===== src/lrelu_pkg.sv =====
`default_nettype none

package lrelu_pkg;

  // ~~~~~~~~~~~~~~~~~~~~~~~~~~~~~~~~~~~~~~~~~~~~~~~~~~~~~~~~~~~~~~~~~~~~
  // Datapath geometry.
  // ~~~~~~~~~~~~~~~~~~~~~~~~~~~~~~~~~~~~~~~~~~~~~~~~~~~~~~~~~~~~~~~~~~~~
  localparam int lanes      = 4;
  localparam int word_in_w  = 32;
  localparam int word_out_w = 8;

  // Alpha is an unsigned fraction of 128, so unity gain is 1 << alpha_w.
  localparam int alpha_w = 7;
  localparam int shift_w = 5;
  localparam int prod_w  = 40;

  // Configuration address map.
  localparam logic cfg_addr_alpha = 1'b0;
  localparam logic cfg_addr_shift = 1'b1;

  localparam logic [alpha_w-1:0] alpha_default = alpha_w'(13);
  localparam logic [shift_w-1:0] shift_default = shift_w'(0);

  typedef struct packed {
    logic [lanes-1:0][word_in_w-1:0] data;
    logic [lanes-1:0]                keep;
    logic                            last;
  } in_beat_t;

  typedef struct packed {
    logic [lanes-1:0][word_out_w-1:0] data;
    logic [lanes-1:0]                 keep;
    logic                             last;
  } out_beat_t;

endpackage

`default_nettype wire


===== src/lrelu_cfg_regs.sv =====
`timescale 1ns/1ps
`default_nettype none

module lrelu_cfg_regs import lrelu_pkg::*; (
  input  wire logic               aclk,
  input  wire logic               rst_n,
  input  wire logic               cfg_req,
  input  wire logic               cfg_addr,
  input  wire logic [7:0]         cfg_wdata,
  output logic                    cfg_ack,
  output logic      [alpha_w-1:0] alpha,
  output logic      [shift_w-1:0] shift
);

  logic wr_en;

  // A request seen while ack is still low is the opening phase of a
  // handshake. It is taken exactly once because ack rises on the same edge.
  assign wr_en = cfg_req && !cfg_ack;

  // ~~~~~~~~~~~~~~~~~~~~~~~~~~~~~~~~~~~~~~~~~~~~~~~~~~~~~~~~~~~~~~~~~~~~
  // Four-phase acknowledge.
  // ~~~~~~~~~~~~~~~~~~~~~~~~~~~~~~~~~~~~~~~~~~~~~~~~~~~~~~~~~~~~~~~~~~~~
  always_ff @(posedge aclk) begin
    if (!rst_n) begin
      cfg_ack <= 1'b0;
    end else if (wr_en) begin
      cfg_ack <= 1'b1;
    end else if (!cfg_req) begin
      cfg_ack <= 1'b0;
    end
  end

  // ~~~~~~~~~~~~~~~~~~~~~~~~~~~~~~~~~~~~~~~~~~~~~~~~~~~~~~~~~~~~~~~~~~~~
  // Register file.
  // ~~~~~~~~~~~~~~~~~~~~~~~~~~~~~~~~~~~~~~~~~~~~~~~~~~~~~~~~~~~~~~~~~~~~
  always_ff @(posedge aclk) begin
    if (!rst_n) begin
      alpha <= alpha_default;
      shift <= shift_default;
    end else if (wr_en) begin
      // Upper write-data bits beyond each field are dropped.
      if (cfg_addr == cfg_addr_alpha) begin
        alpha <= cfg_wdata[alpha_w-1:0];
      end else if (cfg_addr == cfg_addr_shift) begin
        shift <= cfg_wdata[shift_w-1:0];
      end
    end
  end

endmodule

`default_nettype wire


===== src/axis_pipe_stage.sv =====
`timescale 1ns/1ps
`default_nettype none

module axis_pipe_stage #(
  parameter type payload_t = logic
) (
  input  wire logic     aclk,
  input  wire logic     rst_n,
  input  wire payload_t s_data,
  input  wire logic     s_valid,
  output logic          s_ready,
  output payload_t      m_data,
  output logic          m_valid,
  input  wire logic     m_ready
);

  payload_t spill_data;
  logic     spill_valid;
  logic     in_fire;
  logic     main_free;
  logic     load_main;
  logic     load_spill;

  assign in_fire = s_valid && s_ready;

  // The main register can take a new beat if it is empty or being drained.
  assign main_free  = !m_valid || m_ready;
  assign load_main  = main_free && (spill_valid || in_fire);
  assign load_spill = in_fire && !main_free;

  // ~~~~~~~~~~~~~~~~~~~~~~~~~~~~~~~~~~~~~~~~~~~~~~~~~~~~~~~~~~~~~~~~~~~~
  // Occupancy and registered ready.
  // ~~~~~~~~~~~~~~~~~~~~~~~~~~~~~~~~~~~~~~~~~~~~~~~~~~~~~~~~~~~~~~~~~~~~
  always_ff @(posedge aclk) begin
    if (!rst_n) begin
      m_valid     <= 1'b0;
      spill_valid <= 1'b0;
      s_ready     <= 1'b1;
    end else begin
      if (main_free) begin
        m_valid     <= spill_valid || in_fire;
        spill_valid <= 1'b0;
        s_ready     <= 1'b1;
      end else if (in_fire) begin
        // Main is stalled, so the beat in flight lands in the spill slot.
        spill_valid <= 1'b1;
        s_ready     <= 1'b0;
      end
    end
  end

  // Spill always drains ahead of new input to keep beats in order.
  always_ff @(posedge aclk) begin
    if (load_main) begin
      m_data <= spill_valid ? spill_data : s_data;
    end
    if (load_spill) begin
      spill_data <= s_data;
    end
  end

endmodule

`default_nettype wire


===== src/lrelu_unit.sv =====
`timescale 1ns/1ps
`default_nettype none

module lrelu_unit import lrelu_pkg::*; (
  input  wire logic                         aclk,
  input  wire logic                         rst_n,
  input  wire logic                         en,
  input  wire logic signed [word_in_w-1:0]  x,
  input  wire logic        [alpha_w-1:0]    alpha,
  input  wire logic        [shift_w-1:0]    shift,
  output logic signed      [word_out_w-1:0] y
);

  logic        [alpha_w:0]      gain;
  logic signed [prod_w-1:0]     prod;
  logic        [shift_w:0]      sh;
  logic signed [prod_w-1:0]     round_c;
  logic signed [prod_w-1:0]     shifted;
  logic        [prod_w-word_out_w:0] hi_bits;
  logic signed [word_out_w-1:0] y_d;

  // Positive inputs pass at unity gain (128), negative ones are scaled by alpha.
  assign gain = x[word_in_w-1] ? {1'b0, alpha} : {1'b1, {alpha_w{1'b0}}};

  // ~~~~~~~~~~~~~~~~~~~~~~~~~~~~~~~~~~~~~~~~~~~~~~~~~~~~~~~~~~~~~~~~~~~~
  // Stage two: round half up, arithmetic shift, saturate.
  // ~~~~~~~~~~~~~~~~~~~~~~~~~~~~~~~~~~~~~~~~~~~~~~~~~~~~~~~~~~~~~~~~~~~~
  assign sh      = {1'b0, shift} + (shift_w+1)'(alpha_w);
  assign round_c = prod_w'(1) << (sh - 1'b1);
  assign shifted = (prod + round_c) >>> sh;
  assign hi_bits = shifted[prod_w-1:word_out_w-1];

  always_comb begin
    if (hi_bits == '0 || hi_bits == '1) begin
      y_d = shifted[word_out_w-1:0];
    end else if (shifted[prod_w-1]) begin
      y_d = {1'b1, {(word_out_w-1){1'b0}}};
    end else begin
      y_d = {1'b0, {(word_out_w-1){1'b1}}};
    end
  end

  always_ff @(posedge aclk) begin
    if (!rst_n) begin
      prod <= '0;
      y    <= '0;
    end else if (en) begin
      prod <= x * $signed({1'b0, gain});
      y    <= y_d;
    end
  end

endmodule

`default_nettype wire


===== src/lrelu_array.sv =====
`timescale 1ns/1ps
`default_nettype none

module lrelu_array import lrelu_pkg::*; (
  input  wire logic               aclk,
  input  wire logic               rst_n,
  input  wire logic [alpha_w-1:0] alpha,
  input  wire logic [shift_w-1:0] shift,
  input  wire in_beat_t           s_data,
  input  wire logic               s_valid,
  output logic                    s_ready,
  output out_beat_t               m_data,
  output logic                    m_valid,
  input  wire logic               m_ready
);

  logic                             en;
  logic                             valid_q1;
  logic                             valid_q2;
  logic [lanes-1:0]                 keep_q1;
  logic [lanes-1:0]                 keep_q2;
  logic                             last_q1;
  logic                             last_q2;
  logic [lanes-1:0][word_out_w-1:0] y;

  // The whole array moves in lock step; a bubble in the last stage may be
  // overwritten even while downstream is stalled.
  assign en      = m_ready || !valid_q2;
  assign s_ready = en;
  assign m_valid = valid_q2;

  always_ff @(posedge aclk) begin
    if (!rst_n) begin
      valid_q1 <= 1'b0;
      valid_q2 <= 1'b0;
    end else if (en) begin
      valid_q1 <= s_valid;
      valid_q2 <= valid_q1;
    end
  end

  always_ff @(posedge aclk) begin
    if (en) begin
      keep_q1 <= s_data.keep;
      keep_q2 <= keep_q1;
      last_q1 <= s_data.last;
      last_q2 <= last_q1;
    end
  end

  for (genvar i = 0; i < lanes; i++) begin : g_lane
    lrelu_unit i_unit (
      .aclk  (aclk),
      .rst_n (rst_n),
      .en    (en),
      .x     (s_data.data[i]),
      .alpha (alpha),
      .shift (shift),
      .y     (y[i])
    );
  end

  always_comb begin
    m_data.keep = keep_q2;
    m_data.last = last_q2;
    for (int i = 0; i < lanes; i++) begin
      m_data.data[i] = keep_q2[i] ? y[i] : '0;
    end
  end

endmodule

`default_nettype wire


===== src/axis_lrelu_engine.sv =====
`timescale 1ns/1ps
`default_nettype none

module axis_lrelu_engine import lrelu_pkg::*; (
  input  wire logic                          aclk,
  input  wire logic                          rst_n,
  input  wire logic [lanes*word_in_w-1:0]    s_axis_tdata,
  input  wire logic [lanes-1:0]              s_axis_tkeep,
  input  wire logic                          s_axis_tlast,
  input  wire logic                          s_axis_tvalid,
  output logic                               s_axis_tready,
  output logic      [lanes*word_out_w-1:0]   m_axis_tdata,
  output logic      [lanes-1:0]              m_axis_tkeep,
  output logic                               m_axis_tlast,
  output logic                               m_axis_tvalid,
  input  wire logic                          m_axis_tready,
  input  wire logic                          cfg_req,
  input  wire logic                          cfg_addr,
  input  wire logic [7:0]                    cfg_wdata,
  output logic                               cfg_ack
);

  logic [alpha_w-1:0] alpha;
  logic [shift_w-1:0] shift;
  in_beat_t           s_beat;
  in_beat_t           in_beat;
  logic               in_valid;
  logic               in_ready;
  out_beat_t          out_beat;
  logic               out_valid;
  logic               out_ready;
  out_beat_t          m_beat;

  assign s_beat = '{data: s_axis_tdata, keep: s_axis_tkeep, last: s_axis_tlast};

  lrelu_cfg_regs i_cfg (
    .aclk, .rst_n, .cfg_req, .cfg_addr, .cfg_wdata, .cfg_ack, .alpha, .shift
  );

  axis_pipe_stage #(.payload_t(in_beat_t)) i_in_stage (
    .aclk    (aclk),
    .rst_n   (rst_n),
    .s_data  (s_beat),
    .s_valid (s_axis_tvalid),
    .s_ready (s_axis_tready),
    .m_data  (in_beat),
    .m_valid (in_valid),
    .m_ready (in_ready)
  );

  lrelu_array i_array (
    .aclk, .rst_n, .alpha, .shift,
    .s_data  (in_beat),
    .s_valid (in_valid),
    .s_ready (in_ready),
    .m_data  (out_beat),
    .m_valid (out_valid),
    .m_ready (out_ready)
  );

  axis_pipe_stage #(.payload_t(out_beat_t)) i_out_stage (
    .aclk    (aclk),
    .rst_n   (rst_n),
    .s_data  (out_beat),
    .s_valid (out_valid),
    .s_ready (out_ready),
    .m_data  (m_beat),
    .m_valid (m_axis_tvalid),
    .m_ready (m_axis_tready)
  );

  assign m_axis_tdata = m_beat.data;
  assign m_axis_tkeep = m_beat.keep;
  assign m_axis_tlast = m_beat.last;

endmodule

`default_nettype wire


===== config.mk =====
export PLATFORM = sky130hd
export DESIGN_NAME = axis_lrelu_engine
export DESIGN_NICKNAME = d
export VERILOG_FILES = /design/src/lrelu_pkg.sv /design/src/lrelu_cfg_regs.sv /design/src/axis_pipe_stage.sv /design/src/lrelu_unit.sv /design/src/lrelu_array.sv /design/src/axis_lrelu_engine.sv
export SDC_FILE = /design/constraint.sdc
export NUM_CORES = 2
export LEC_CHECK = 0
export BUFFER_PORTS_ARGS = -buffer_cell sky130_fd_sc_hd__buf_4
export CAP_MARGIN = 25
export CORE_ASPECT_RATIO = 1.5
export CORE_MARGIN = 5
export CORE_UTILIZATION = 40
export DETAILED_ROUTE_END_ITERATION = 10
export GPL_ROUTABILITY_DRIVEN = 0
export SLEW_MARGIN = 20
export SYNTH_ARGS = -nofsm -noshare
export SYNTH_HDL_FRONTEND = slang
export SYNTH_SLANG_ARGS = --single-unit

===== constraint.sdc =====
create_clock -name aclk -period 15.6 [get_ports aclk]
set_input_delay 0.78 -clock aclk [delete_from_list [all_inputs] [get_ports aclk]]
set_output_delay 0.78 -clock aclk [all_outputs]
set_load 0.02 [all_outputs]

[Yosys cells after proc, flatten, opt, wreduce, memory -nomap -nowiden]
Index checks and enable logic that the tools add are counted.
Storage, ports and cells
  flip-flop bits (word level): 563
  output and inout port bits: 40
Cells by class
  $add $sub $neg: 6
  multiply operators: 4
  equal/unequal tests: 5
  shift operators: 5
  muxes and demuxes: 20
  bitwise gates (word level): 2
  reduce and logical (&&, ||, !) cells: 30
Operators with widths (number)
  adder 40 bit: 4
  multiplier 32 x 9 -> 40 bit: 4
  >>> shifter 40 x 6 -> 40 bit: 4
  two-way mux 133 bit: 1
  equality test 33 bit, second input constant: 4
  logical NOT 33 bit: 4
  two-way mux 8 bit: 16
  left shift 1 x 6 -> 40 bit, first input constant: 1
  two-way mux 37 bit: 1
  logical OR 1 bit: 9
  logical AND 1 bit: 7
  adder 5 x 3 -> 6 bit, second input constant: 1
  logical NOT 1 bit: 6
  subtractor 6 x 1 -> 6 bit, second input constant: 1
  AND reduction 2 bit: 2
  OR reduction 2 bit: 2
  two-way mux 1 bit: 2
  != test 2 x 1 -> 1 bit, second input constant: 1
  inverter 1 bit: 2

[Longest topological paths before layout]
  depth after elaboration: 8
  gate-level depth with buffers: 47
  mapped depth without buffers: 33

[Modules after synthesis]
A second synthesis with hierarchy kept.
Unflattened totals
  cells, all modules: 9378
  area, all modules: 80891.3 µm²
By module, submodules not included
  lrelu_unit at i_array.g_lane[1].i_unit: times used 1, cells an instance 2217, area an instance 16867.4 µm², sequential area each 960.9 µm²
  lrelu_unit at i_array.g_lane[3].i_unit: times used 1, cells an instance 2160, area an instance 16743.6 µm², sequential area each 960.9 µm²
  lrelu_unit at i_array.g_lane[0].i_unit: times used 1, cells an instance 2145, area an instance 16706.0 µm², sequential area each 960.9 µm²
  lrelu_unit at i_array.g_lane[2].i_unit: times used 1, cells an instance 2199, area an instance 16615.9 µm², sequential area each 960.9 µm²
  axis_pipe_stage at i_in_stage: times used 1, cells an instance 426, area an instance 9958.3 µm², sequential area each 8047.7 µm²
  axis_pipe_stage at i_out_stage: times used 1, cells an instance 127, area an instance 2875.3 µm², sequential area each 2282.2 µm²
  lrelu_array: times used 1, cells an instance 51, area an instance 590.6 µm², sequential area each 340.3 µm²
  lrelu_cfg_regs: times used 1, cells an instance 53, area an instance 534.3 µm², sequential area each 260.2 µm²

[Least setup slack after synthesis]
Ideal clock, no wire load.
  kind: register to register
  start point: reg i_cfg.shift[0]
  end point: reg i_array.g_lane[0].i_unit.y[0]
  data arrival time: 11.402 ns
  setup slack: 4.082 ns
  stages on the path, launching flop included: 41
  cell sequence: dfxtp_1 -> buf_6 -> clkbuf_1 -> inv_1 -> clkbuf_1 -> clkbuf_1 -> buf_1 -> clkbuf_1 -> clkbuf_1 -> clkbuf_1 -> ha_1 -> xnor2_4 -> buf_4 -> clkbuf_1 -> buf_1 -> clkbuf_1 -> clkbuf_1 -> buf_1 -> (+5 left out) -> clkbuf_1 -> o32ai_1 -> o211ai_1 -> and2_1 -> nand2b_1 -> or4b_1 -> a21o_1 -> a211oi_1 -> nor3b_1 -> xnor2_1 -> mux4_2 -> mux4_2 -> nor4_1 -> a32oi_1 -> or4_4 -> o32ai_4 -> o21ai_1 -> o211a_1
Between the ends
  cells in the longest elaborated chain, start to end: 8
  elaborated cells on any way between the ends: 10
RTL lines
  from (decl): line lrelu_cfg_regs.sv:12  | output logic [shift_w-1:0] shift
  from (signal assigned): line lrelu_cfg_regs.sv:40  | shift <= shift_default;
  from (signal assigned): line lrelu_cfg_regs.sv:46  | shift <= cfg_wdata[shift_w-1:0];
  adder 5 x 3 -> 6 bit (*): line lrelu_unit.sv:28  | assign sh = {1'b0, shift} + (shift_w+1)'(alpha_w);
  subtractor 6 x 1 -> 6 bit: line lrelu_unit.sv:29  | assign round_c = prod_w'(1) << (sh - 1'b1);
  left shift 1 x 6 -> 40 bit: line lrelu_unit.sv:29
  adder 40 bit: line lrelu_unit.sv:30  | assign shifted = (prod + round_c) >>> sh;
  >>> shifter 40 x 6 -> 40 bit (*): line lrelu_unit.sv:30
  equality test 33 bit / logical NOT 33 bit (equally long branches): line lrelu_unit.sv:34  | if (hi_bits == '0 || hi_bits == '1) begin
  logical OR 1 bit: line lrelu_unit.sv:34
  two-way mux 8 bit (*): line lrelu_unit.sv:34
  to (signal assigned): line lrelu_unit.sv:49  | y <= y_d;
  to (decl): line lrelu_unit.sv:11  | output logic signed [word_out_w-1:0] y
Mark *: on every way between the ends. The rest lies on a longest branch, timed or not.
A chain may end at the register's enable or synchronous reset.

[Worst setup path in the final report]
  start point: reg i_cfg.shift[0]
  end point: reg i_array.g_lane[0].i_unit.y[6]
The elaborated chain is that of the path after synthesis.

==> run summary <==
Hold WS: 231.4 ps
First-pass GRT wire length: 442800 um
Area growth from synthesis to final layout: 7.465%
Worst hold path cell count: 1
Pwr Total: 0.009612 W
Hold Path Class: in2reg
Outcome: completed
R2R Path End: i_array.g_lane[0].i_unit.y[6]
Fin. max-slew vios: 0
Clock sink count: 563
CTS tree: built
Die height: 563.2 um
Hold_sp: s_axis_tdata[85]
Clk_skew: 33.05 ps
Post_cts resized: 0
Most frequent cells in the layout: nand2_1 (1103), inv_1 (1075), fa_1 (780)
CP Capture Type: flop
Via density: 6.120
Vias in the first global route: 73.99k
Pre-Repair DR Iteration Count: 8
FFs w/ async S/R, synth: 0
Main synth FF type: edfxtp_1
Post-synthesis sequential area ratio: 0.1810
CP required: 16210 ps
Clk_lat worst skew: 730 ps
Max Clk Rate: 90.58 MHz
Most common cell after layout, fill and taps aside: nand2_1
Max VDD drop: 0.08792 mV
Clock Tree Buf Depth: 3
# fillers: 20.03k
I/O pins: 187
Initial Util: 0.4012
WL/cell: 23.74 um
Initial antenna violation count: 11
Final period utilization: 0.7077
Syn Nets: 11.07k
Hold Violations, Final: 0
Relative slew slack: 0.2165
Synthesized area: 81620 sq um
Clock Tree Root: clkbuf_16
Post-CTS setup buffers: 0
Leakage power: 39.37 nW
WL final: 290400 um
Total GRT Usage: 0.2658
Design area: 87720 sq um
Core box area: 203400 sq um
PwrDens: 109.6 nW/um^2
Full die area: 213400 sq um
Largest net degree at the start of global routing: 183
Initial DRC count: 8416
Setup CP Type: reg2reg
Register area: 14800 sq um
Syn_area_per_cell: 8.387 sq um
Yosys warning count: 0
Multi-input gate area: 60410 sq um
Unrepaired setup endpoints after global routing: false
Worst reg-to-reg setup slack: 4560 ps
Setup TNS: 0 ps
Max Cap Viol: 0
CTS buffer count: 67
Cell Area, Placed: 85310 sq um
Final setup fails: 0
Site Rows: 203
Reg clk slew, reported paths: 60 ps
Worst Tran Pin Value: 1171 ps
Worst hold endpoint: i_in_stage.spill_data[90]
Yosys cell types: 125
Startpoint types: flop
Worst reg2reg path depth: 25
DRC: 0
# H-tree levels: 3
Die W: 378.8 um
Minimum clock period: 11040 ps
Worst r2r src: i_cfg.shift[0]
Post-layout nets: 10.85k
EDFF count, synth: 350
PortBufs: 185
Dpl hpwl: 221300 um
Crit-path max FO: 135
CTS Hold Buffers Added: 0
Via count: 74.87k
Layout cells sized above 1: 0.09316
Grt ovf: 0
Syn Inst Count: 9732
Critical path arrival: 11650 ps
Yosys reg bits: 563
Final ANT Viol Nets: 0
[worst max path at each step]
stage	endpoint	startpoint	slack [ps]	depth (start not counted)
2_1_floorplan	i_array.g_lane[0].i_unit.y[0]	i_cfg.shift[0]	4080	40
3_3_place_gp	i_array.g_lane[0].i_unit.y[6]	i_cfg.shift[0]	5390	25
3_5_place_dp	i_array.g_lane[0].i_unit.y[6]	i_cfg.shift[0]	5290	26
4_1_cts	i_array.g_lane[0].i_unit.y[6]	i_cfg.shift[0]	5250	26
5_1_grt	i_array.g_lane[1].i_unit.y[3]	i_cfg.shift[1]	4280	30
6_report	i_array.g_lane[0].i_unit.y[6]	i_cfg.shift[0]	4560	25
[synthesized netlist by cell type (29+ instances only)]
cell	count	area [sq um]
o21a_1	55	412.9
o22ai_1	43	269.0
or2_2	48	300.3
mux4_2	37	833.3
a221oi_1	29	254.0
a21oi_1	426	2132
buf_1	60	225.2
o2111ai_1	32	280.3
mux2_2	205	2308
dfxtp_1	213	4264
a21o_1	120	900.9
nor4_1	63	394.1
maj3_1	30	300.3
o21ai_0	438	2192
nand2_1	1103	4140
nand4_1	67	419.2
ha_1	410	5130
xor2_1	132	1156
clkbuf_1	555	2083
and2_1	213	1333
nand2b_1	69	431.7
nand3_1	182	910.9
inv_1	1078	4046
o31ai_1	61	457.9
nor3_1	155	775.7
o211ai_1	145	1089
a21boi_0	79	593.1
and3_1	557	3485
fa_1	780	15610
mux2i_1	114	1141
nor2b_1	164	1026
nor2_1	498	1869
a211oi_1	127	953.4
a31oi_1	96	600.6
edfxtp_1	350	10510
o221ai_1	47	411.6
o21bai_1	35	262.8
xnor2_1	221	1936
or3_1	53	331.6
[per-layer routing]
layer  vias to the layer above  share of wire  global-route usage
met5                         -        0.00020                   0
met4                         8          0.086              0.1768
met3                      1158          0.087             0.05286
met2                      3905           0.45              0.4283
met1                     36210           0.38              0.3221
li1                      33590              -                   -
[layout make-up]
| type | instances | share of cell area |
|---|---|---|
| Multi-Input combinational cell | 7439 | 0.6887 |
| Sequential cell | 563 | 0.1687 |
| Inverter | 1081 | 0.04637 |
| Tap cell | 2665 | 0.03801 |
| Timing Repair Buffer | 358 | 0.03155 |
| Clock buffer | 80 | 0.02053 |
| Clock inverter | 43 | 0.006048 |
| Antenna cell | 4 | 0.0001141 |
[cell families after synthesis]
kind of cell    after synthesis  synth area share
simple gates               3313            0.2042
flops                       563            0.1810
fa+ha+maj                  1220            0.2578
mux                         358           0.05279
buf+inv                    1730           0.08063
compound gates             2194            0.1853
xor+xnor                    354           0.03822
[stage by stage]
step | setup WS [ps] | instances | util
5_1_grt | 4277 | 12230 | 0.4311
6_report | 4560 | 12230 | 0.4311
3_3_place_gp | 5395 | 12100 | 0.4193
2_1_floorplan | 4082 | 9732 | -
3_5_place_dp | 5288 | 12100 | 0.4193
4_1_cts | 5245 | 12220 | 0.4308
[registers in the layout, summed over array words and instances (netlist names)]
signal                      flops
i_in_stage.m_data             133
i_cfg.alpha                     7
i_out_stage.spill_valid         1
i_array.keep_q2                 4
i_array.m_valid                 1
i_in_stage.s_ready              1
i_array.last_q2                 1
i_out_stage.m_data             37
i_out_stage.spill_data         37
i_array.valid_q1                1
i_cfg.shift                     5
i_in_stage.spill_valid          1
i_array.g_lane.i_unit.prod    160
i_array.g_lane.i_unit.y        32
i_array.keep_q1                 4
i_in_stage.spill_data         133
i_in_stage.m_valid              1
i_out_stage.s_ready             1
i_cfg.cfg_ack                   1
i_out_stage.m_valid             1
i_array.last_q1                 1
[where the power goes]
part           internal, W  switching, W  total (W)  leakage, nW
Combinational      0.00218       0.00348    0.00566         33.2
Clock             0.000960      0.000750    0.00171         1.11
Sequential         0.00180      0.000438    0.00224         5.05
Total              0.00494       0.00467    0.00961         39.4
[worst max-delay path, stage by stage, from the launching register on]
cell and delay [ps]:
dfxtp_4 430, inv_4 350, ha_4 480, xnor2_4 110, buf_12 300, o211a_2 390, o21ai_4 110, buf_4 550
nand3_1 970, nor2_1 1220, ha_1 390, and2_1 270, o21ai_0 270, or4_1 570, a2111oi_0 860, o31ai_1 200
xor2_1 440, inv_1 70, mux4_2 540, mux4_2 530, nor4_1 350, a32oi_1 180, or4_4 580, o32ai_4 410
o21ai_1 150, o211a_1 150
Note: power is estimated with default switching activity, not from simulation.
